**src/hw/rspOrderPkg.sv**
```systemverilog
// ==============================
// Read response ordering shim package
// Widths, slot counts and the request and response
// structs shared by the retagger, scoreboard and sequencer
// ==============================

package rspOrderPkg;

    // ==============================
    // Sizes
    // ==============================

    // Number of reorder slots, which bounds the reads outstanding at memory
    localparam int nSlots = 16;
    localparam int slotIdxBits = 4;

    // Client tag, line data and address widths
    localparam int tagBits = 8;
    localparam int dataBits = 32;
    localparam int addrBits = 16;

    // Reads the client may still issue after almFull rises.
    // The shim raises almFull while no more than this many slots are free
    localparam int almFullReserve = 2;

    // ==============================
    // Vector types
    // ==============================

    typedef logic [slotIdxBits-1:0] tSlotIdx;
    typedef logic [tagBits-1:0] tClientTag;
    typedef logic [dataBits-1:0] tLineData;
    typedef logic [addrBits-1:0] tAddr;

    // ==============================
    // Transfer structs
    // ==============================

    // Read request as issued by the client
    typedef struct packed {
        tAddr addr;
        tClientTag tag;
    } tRdReq;

    // Read request toward memory, tagged with the reorder slot
    typedef struct packed {
        tAddr addr;
        tSlotIdx slot;
    } tMemReq;

    // Memory response, returned in any order
    typedef struct packed {
        tSlotIdx slot;
        tLineData data;
    } tMemRsp;

    // In-order response toward the client with its own tag restored
    typedef struct packed {
        tClientTag tag;
        tLineData data;
    } tRdRsp;

endpackage
```
**src/hw/rspOrderTop.sv**
```systemverilog
// ==============================
// Read response ordering shim
// Client reads go to memory tagged with reorder slots,
// and out-of-order memory responses return to the client
// in request order with the client tags restored
// ==============================

module rspOrderTop
    import rspOrderPkg::*;
(
    input  logic clk,
    input  logic arstN,

    // Client port
    input  logic reqValid,
    input  tRdReq req,
    output logic almFull,
    output logic rspValid,
    output tRdRsp rsp,

    // Memory port
    output logic memReqValid,
    output tMemReq memReq,
    input  logic memAlmFull,
    input  logic memRspValid,
    input  tMemRsp memRsp
);

    // Allocation between retagger and scoreboard
    tSlotIdx allocIdx;
    logic notFull;
    logic allocEn;
    tClientTag allocTag;

    // Head of the scoreboard toward the sequencer
    logic popEn;
    logic headReady;
    tClientTag headTag;
    tLineData headData;

    // ==============================
    // Request path
    // ==============================

    reqRetag reqRetag_inst (
        .reqValid    (reqValid),
        .req         (req),
        .almFull     (almFull),
        .memAlmFull  (memAlmFull),
        .allocIdx    (allocIdx),
        .notFull     (notFull),
        .allocEn     (allocEn),
        .allocTag    (allocTag),
        .memReqValid (memReqValid),
        .memReq      (memReq)
    );

    // Memory responses fill the scoreboard directly
    reorderScoreboard reorderScoreboard_inst (
        .clk       (clk),
        .arstN     (arstN),
        .allocEn   (allocEn),
        .allocTag  (allocTag),
        .allocIdx  (allocIdx),
        .notFull   (notFull),
        .fillEn    (memRspValid),
        .fill      (memRsp),
        .popEn     (popEn),
        .headReady (headReady),
        .headTag   (headTag),
        .headData  (headData)
    );

    // ==============================
    // Response path
    // ==============================

    rspSequencer rspSequencer_inst (
        .clk       (clk),
        .arstN     (arstN),
        .headReady (headReady),
        .headTag   (headTag),
        .headData  (headData),
        .popEn     (popEn),
        .rspValid  (rspValid),
        .rsp       (rsp)
    );

endmodule

```
**src/hw/rspSequencer.sv**
```systemverilog
// ==============================
// Response sequencer
// Drains the scoreboard head in request order and
// registers one client response per cycle
// ==============================

module rspSequencer
    import rspOrderPkg::*;
(
    input  logic clk,
    input  logic arstN,

    // Head of the scoreboard
    input  logic headReady,
    input  tClientTag headTag,
    input  tLineData headData,
    output logic popEn,

    // Ordered response toward the client
    output logic rspValid,
    output tRdRsp rsp
);

    // ==============================
    // Pop control
    // ==============================

    // The client has no ready signal, so a ready head always leaves.
    // Back-to-back pops drain a run of filled slots at one per cycle
    assign popEn = headReady;

    // ==============================
    // Response register
    // ==============================

    // Valid strobe follows the pop by one cycle
    always_ff @(posedge clk or negedge arstN)
    begin
        if (!arstN)
        begin
            rspValid <= 1'b0;
        end
        else
        begin
            rspValid <= popEn;
        end
    end

    // Tag and data of the head are captured on each pop
    always_ff @(posedge clk)
    begin
        if (popEn)
        begin
            // Original client tag restored from the scoreboard
            rsp.tag <= headTag;
            rsp.data <= headData;
        end
    end

endmodule

```
**src/hw/reorderScoreboard.sv**
```systemverilog
// ==============================
// Reorder scoreboard
// Slot storage for outstanding reads. Slots are handed
// out in order at the tail, filled in any order by memory
// and drained in order from the head
// ==============================

module reorderScoreboard
    import rspOrderPkg::*;
(
    input  logic clk,
    input  logic arstN,

    // Allocation from the retagger
    input  logic allocEn,
    input  tClientTag allocTag,
    output tSlotIdx allocIdx,
    output logic notFull,

    // Fill from the memory response
    input  logic fillEn,
    input  tMemRsp fill,

    // In-order drain by the sequencer
    input  logic popEn,
    output logic headReady,
    output tClientTag headTag,
    output tLineData headData
);

    // Occupancy needs one bit more than a slot index to hold nSlots
    typedef logic [slotIdxBits:0] tSlotCnt;

    // Storage arrays, written by allocation and by fill
    tClientTag tagArr [nSlots];
    tLineData dataArr [nSlots];

    // One ready bit per slot, set once its data has arrived
    logic [nSlots-1:0] readyBits;

    tSlotIdx tail;
    tSlotIdx head;
    tSlotCnt count;
    tSlotCnt freeCnt;

    // Next slot index with a wrap at the last slot
    function automatic tSlotIdx nextIdx(input tSlotIdx idx);
        tSlotIdx res;
        if (idx == tSlotIdx'(nSlots - 1))
            res = '0;
        else
            res = idx + 1'b1;
        return res;
    endfunction

    // ==============================
    // Tail and occupancy
    // ==============================

    assign allocIdx = tail;

    // Keep a reserve of free slots for reads already on their way
    assign freeCnt = tSlotCnt'(nSlots) - count;
    assign notFull = freeCnt > tSlotCnt'(almFullReserve);

    always_ff @(posedge clk or negedge arstN)
    begin
        if (!arstN)
        begin
            tail <= '0;
            head <= '0;
            count <= '0;
        end
        else
        begin
            if (allocEn)
                tail <= nextIdx(tail);

            if (popEn)
                head <= nextIdx(head);

            // Allocation and pop in one cycle leave the count unchanged
            case ({allocEn, popEn})
                2'b10: count <= count + 1'b1;
                2'b01: count <= count - 1'b1;
                default: count <= count;
            endcase
        end
    end

    // ==============================
    // Slot storage
    // ==============================

    // The client tag is parked in the slot at allocation time
    always_ff @(posedge clk)
    begin
        if (allocEn)
            tagArr[tail] <= allocTag;
    end

    // Memory data lands in the slot named by the response
    always_ff @(posedge clk)
    begin
        if (fillEn)
            dataArr[fill.slot] <= fill.data;
    end

    // A pop clears the head ready bit and a fill marks its own slot
    always_ff @(posedge clk or negedge arstN)
    begin
        if (!arstN)
        begin
            readyBits <= '0;
        end
        else
        begin
            if (popEn)
                readyBits[head] <= 1'b0;
            if (fillEn)
                readyBits[fill.slot] <= 1'b1;
        end
    end

    // ==============================
    // Head view
    // ==============================

    // The oldest outstanding read can leave once its data is present
    assign headReady = readyBits[head];
    assign headTag = tagArr[head];
    assign headData = dataArr[head];

endmodule

```
**src/hw/reqRetag.sv**
```systemverilog
// ==============================
// Request retagger
// Replaces the client tag of each read with the reorder
// slot it is given and merges the two back-pressure
// sources into the client's almost-full
// ==============================

module reqRetag
    import rspOrderPkg::*;
(
    // Client request side
    input  logic reqValid,
    input  tRdReq req,
    output logic almFull,

    // Back-pressure from memory
    input  logic memAlmFull,

    // Scoreboard allocation port
    input  tSlotIdx allocIdx,
    input  logic notFull,
    output logic allocEn,
    output tClientTag allocTag,

    // Request toward memory
    output logic memReqValid,
    output tMemReq memReq
);

    // ==============================
    // Slot allocation
    // ==============================

    // Every client read claims the tail slot at the next edge
    assign allocEn = reqValid;

    // The original tag waits in the scoreboard until the response is returned
    assign allocTag = req.tag;

    // ==============================
    // Forwarding toward memory
    // ==============================

    // Same cycle as the client request with only the tag field changed
    assign memReqValid = reqValid;

    always_comb
    begin
        memReq.addr = req.addr;
        // Memory sees the slot index where the client tag used to be
        memReq.slot = allocIdx;
    end

    // Either memory or the scoreboard running low on slots stops the client
    assign almFull = memAlmFull || !notFull;

endmodule

```
**config.mk**
```make
export PLATFORM = sky130hd
export DESIGN_NAME = rspOrderTop
export DESIGN_NICKNAME = d
export VERILOG_FILES = /design/src/hw/rspOrderPkg.sv /design/src/hw/rspOrderTop.sv /design/src/hw/rspSequencer.sv /design/src/hw/reorderScoreboard.sv /design/src/hw/reqRetag.sv
export SDC_FILE = /design/constraint.sdc
export NUM_CORES = 1
export LEC_CHECK = 0
export BUFFER_PORTS_ARGS = -buffer_cell sky130_fd_sc_hd__buf_2
export CAP_MARGIN = 20
export CORE_ASPECT_RATIO = 0.75
export CORE_MARGIN = 3
export CORE_UTILIZATION = 45
export DETAILED_ROUTE_END_ITERATION = 7
export PLACE_DENSITY = 0.71
export SLEW_MARGIN = 20
export SYNTH_ARGS = -nofsm -noshare
export SYNTH_HDL_FRONTEND = slang
export SYNTH_SLANG_ARGS = --single-unit
```
**constraint.sdc**
```tcl
create_clock -name clk -period 13.6 [get_ports clk]
set_clock_uncertainty 0.1 [all_clocks]
set_input_delay 4.08 -clock clk [delete_from_list [all_inputs] [get_ports clk]]
set_output_delay 4.08 -clock clk [all_outputs]
set_load 0.005 [all_outputs]
```
==> results.txt <==
The height of the die is 220 um. The unique cell type count in the Yosys netlist came out at 41. For this block, the initial DRC count from the detailed router was 1282. The cell row count came out at 77.

By startpoint and endpoint, the worst setup path is classified as input port to output pin. TritonCTS built the clock tree. The overall power is between 6 and 7 mW. The largest buffer count on any clock path is 3. The number of global-route vias before repair is 12744. The final number of setup-violating endpoints came out at 0.

The count of maximum capacitance violations is 0. The critical path goes through buf_2, buf_2. The share of final-layout standard cells stronger than drive strength 1 is 32.2%. The most critical setup path has its startpoint at reqValid. Synthesis produced a netlist whose cell count is ~1200.

The number of antenna violations at the first check in global routing was 9. The worst-case register-to-register setup slack came out at 9.07 ns. The maximum vdd drop is approximately 0.18 mV. The total number of yosys warnings came out at 0. The weighted congestion at the end of routability-driven global placement is 0.755.

For this run, the detailed router's first-pass iteration total came to 5. Among all stages on the critical path, the largest delay is contributed by buf_2. The H-tree level count is 3.

The post-route minimum period is ~8.6 ns. The quantity of gates resized following cts is 0. The global-route usage over all layers is ~17%. Counting both buffers and inverters, the worst setup path holds a total of 2.

By area the synthesized netlist is led by edfxtp_1 74%, mux4_2 15%, dfrtp_1 2.7%. The count of buffers from port buffering came out at 95. In this design, the stage delay of the slowest critical-path cell is 0.21 ns. The number of nets in the final layout came out at between 1000 and 1500.

The post-synthesis instance area came out at around 27000 um2. The mean post-synth cell area is 23.8 um2. The highest net fanout along the worst path is 12.

The async set-reset flop share out of synthesis came out at approximately 4.2%. Setup repair after global routing left no endpoint under its margin. For this run, the top clock speed supported by timing is 0.116 GHz. The filler cells instantiated in the layout total 4485. The first-pass GRT wire length is 81.9 mm. The number of hold buffers added after cts came out at 0. The commonest cells after synthesis are 680 x edfxtp_1, 188 x mux4_2, 30 x dfrtp_1. The setup TNS after final layout is 0 ns. The required time of the worst setup path came out at 9.42 ns. The detail-routed net length per standard cell came out at 25.7 um. The most numerous cell type found on the critical path is buf_2.

The horizontal die dimension came out at 291 um. The routed layout has ~12000 vias. In this run the remaining antenna-violating nets after routing total 0. Summed over its instances, the top area cell type makes up around three quarters of the synthesized netlist area. Relative to the synthesized area, the layout overhead comes to 12.7%. The initial cell density of the core came out at a little under half. The vias per cell came out at between 5 and 6.

The top-level port count is 128. The run finished with clean final reports. Of all cell types, the one taking the most synthesized area is edfxtp_1. The worst hold path belongs to the class flip-flop to flip-flop. In this run the static leakage power is 9.97 nW.

For this run, design rule violations remaining after detail routing come to 0. STA classifies the critical path startpoint as an input port. The area of the core is 59600 um2.

The count of pins over their slew limit came out at 0. The synthesized design contains 710 register bits. The clock tree root driver cell is clkbuf_16. After layout, the worst path uses between 60% and 70% of the clock period. The ratio of total power to cell area came out at 200 nW/um2.

The worst slew margin relative to its limit is 28.0%. The area of the die came out at 64000 um2. The synthesized netlist net count is 1230. The combined area of the multi-input logic cells came out at 5880 um2. The leading cell type by number of instances after synthesis is edfxtp_1. Entering global routing, the biggest net connects approximately 120 pins. For this run, the leading register cell type out of synthesis is edfxtp_1.

The launch instance of the worst register-to-register path is reorderScoreboard_inst.head[0]. Data arrives at the worst endpoint at 4.44 ns. The sum of routed wire length over all layers is approximately 54 mm. STA classifies the critical path endpoint as an output pin. The actual transition at the worst max-transition pin came out at 1.08 ns. The number of buffers inserted by post-CTS setup repair came out at 0. For this run, the register share of the synthesized area comes to 77.1%. Clock-pin slew was measured on the worst setup and hold paths at 0.06 ns. For this run the aggregate overflow at the end of global routing stands at 0. The number of clock buffers added by TritonCTS is 68.

In the final layout, flip-flops and latches occupy between 20000 and 25000 um2. The kind of cell with the highest combined delay along the critical path is buffers and inverters. The number of sinks on the clock net is 710.

The startpoint identified for the worst hold timing path is reorderScoreboard_inst.count[4]. The clock latency reported for the late side of the worst-skew pair came out at 0.60 ns. The final count of hold timing violations came out at 0. The estimated wirelength of the detail-placed design is around 28 mm. The number of flops mapped to enable cells by yosys came out at 680.
-- final cells by class --
type / count / area share, %
Sequential cell: 710 / 68.5
Multi-Input combinational cell: 361 / 19.0
Antenna cell: 3 / 0.0243
Clock buffer: 86 / 5.92
Clock inverter: 32 / 0.902
Timing Repair Buffer: 124 / 2.35
Inverter: 11 / 0.133
Tap cell: 790 / 3.19
-- power breakdown --
| part | switching (mW) | total, mW | leakage, nW | internal [mW] |
|---|---|---|---|---|
| combinational | 0.775 | 1.59 | 2.44 | 0.816 |
| sequential | 0.125 | 2.78 | 6.52 | 2.65 |
| clock | 0.774 | 1.81 | 1.02 | 1.03 |
-- metrics by stage --
stage / std cells / utilization (%) / cell area [um2] / hold WS (ns) / setup slack (ns)
after global placement: 1995 / 48.3 / 28800 / 0.370 / 4.97
after floorplan: 1152 / - / 27400 / 0.350 / 5.20
after CTS: 2113 / 51.8 / 30900 / 0.380 / 4.98
final: 2117 / 51.9 / 30900 / 0.374 / 4.98
after detailed placement: 1995 / 48.3 / 28800 / 0.371 / 4.98
after global routing: 2116 / 51.9 / 30900 / 0.392 / 4.95
-- per-layer routing --
metal | share of wire (%) | global-route usage (%) | wire length (um)
met1 | 44 | 26.0 | 24100
met2 | 46 | 25.9 | 25200
met3 | 7.8 | 4.09 | 4240
met4 | 1.5 | 4.09 | 822
met5 | 0.10 | 0 | 55
-- cells in the final DEF, fill, tap and decap left out, types with 12 or more instances in the layout --
cell and count:
ha_1 13, clkinv_1 15, edfxtp_1 680, buf_4 27, mux4_1 20, dfrtp_1 26
clkbuf_16 71, nand2_1 26, buf_2 95, nor2_4 12, a21o_1 18, clkbuf_1 15
mux4_2 188
-- flip-flops by register name, summed over array words and instances, names as in the netlist --
name,count
reorderScoreboard_inst.allocIdx,4
reorderScoreboard_inst.count,5
reorderScoreboard_inst.dataArr,512
reorderScoreboard_inst.head,4
reorderScoreboard_inst.readyBits,16
reorderScoreboard_inst.tagArr,128
rspSequencer_inst.rsp,40
rspSequencer_inst.rspValid,1
-- kinds of logic (layout without fill, tap and decap cells) --
group	count (synthesis)	count (layout)	synth area share [%]
xor gates and xnor gates	9	9	0.287
muxes	215	215	17.6
other	0	3	0
AOI/OAI and AO/OA	38	38	0.921
DFF	710	710	77.1
and+or+nand+nor	86	86	1.55
adders and majority gates	13	13	0.593
buffers and inverters	81	253	1.87
-- final timing paths --
kind	endpoint	cells past startpoint
setup / recovery	memReqValid	2
hold / removal	reorderScoreboard_inst.count[4]	1
setup reg to reg	reorderScoreboard_inst.count[4]	11
hold reg to reg	reorderScoreboard_inst.count[4]	1
max in group asynchronous	reorderScoreboard_inst.head[1]	1
min in group asynchronous	reorderScoreboard_inst.allocIdx[3]	1
Note: power is estimated with default switching activity, not from simulation.
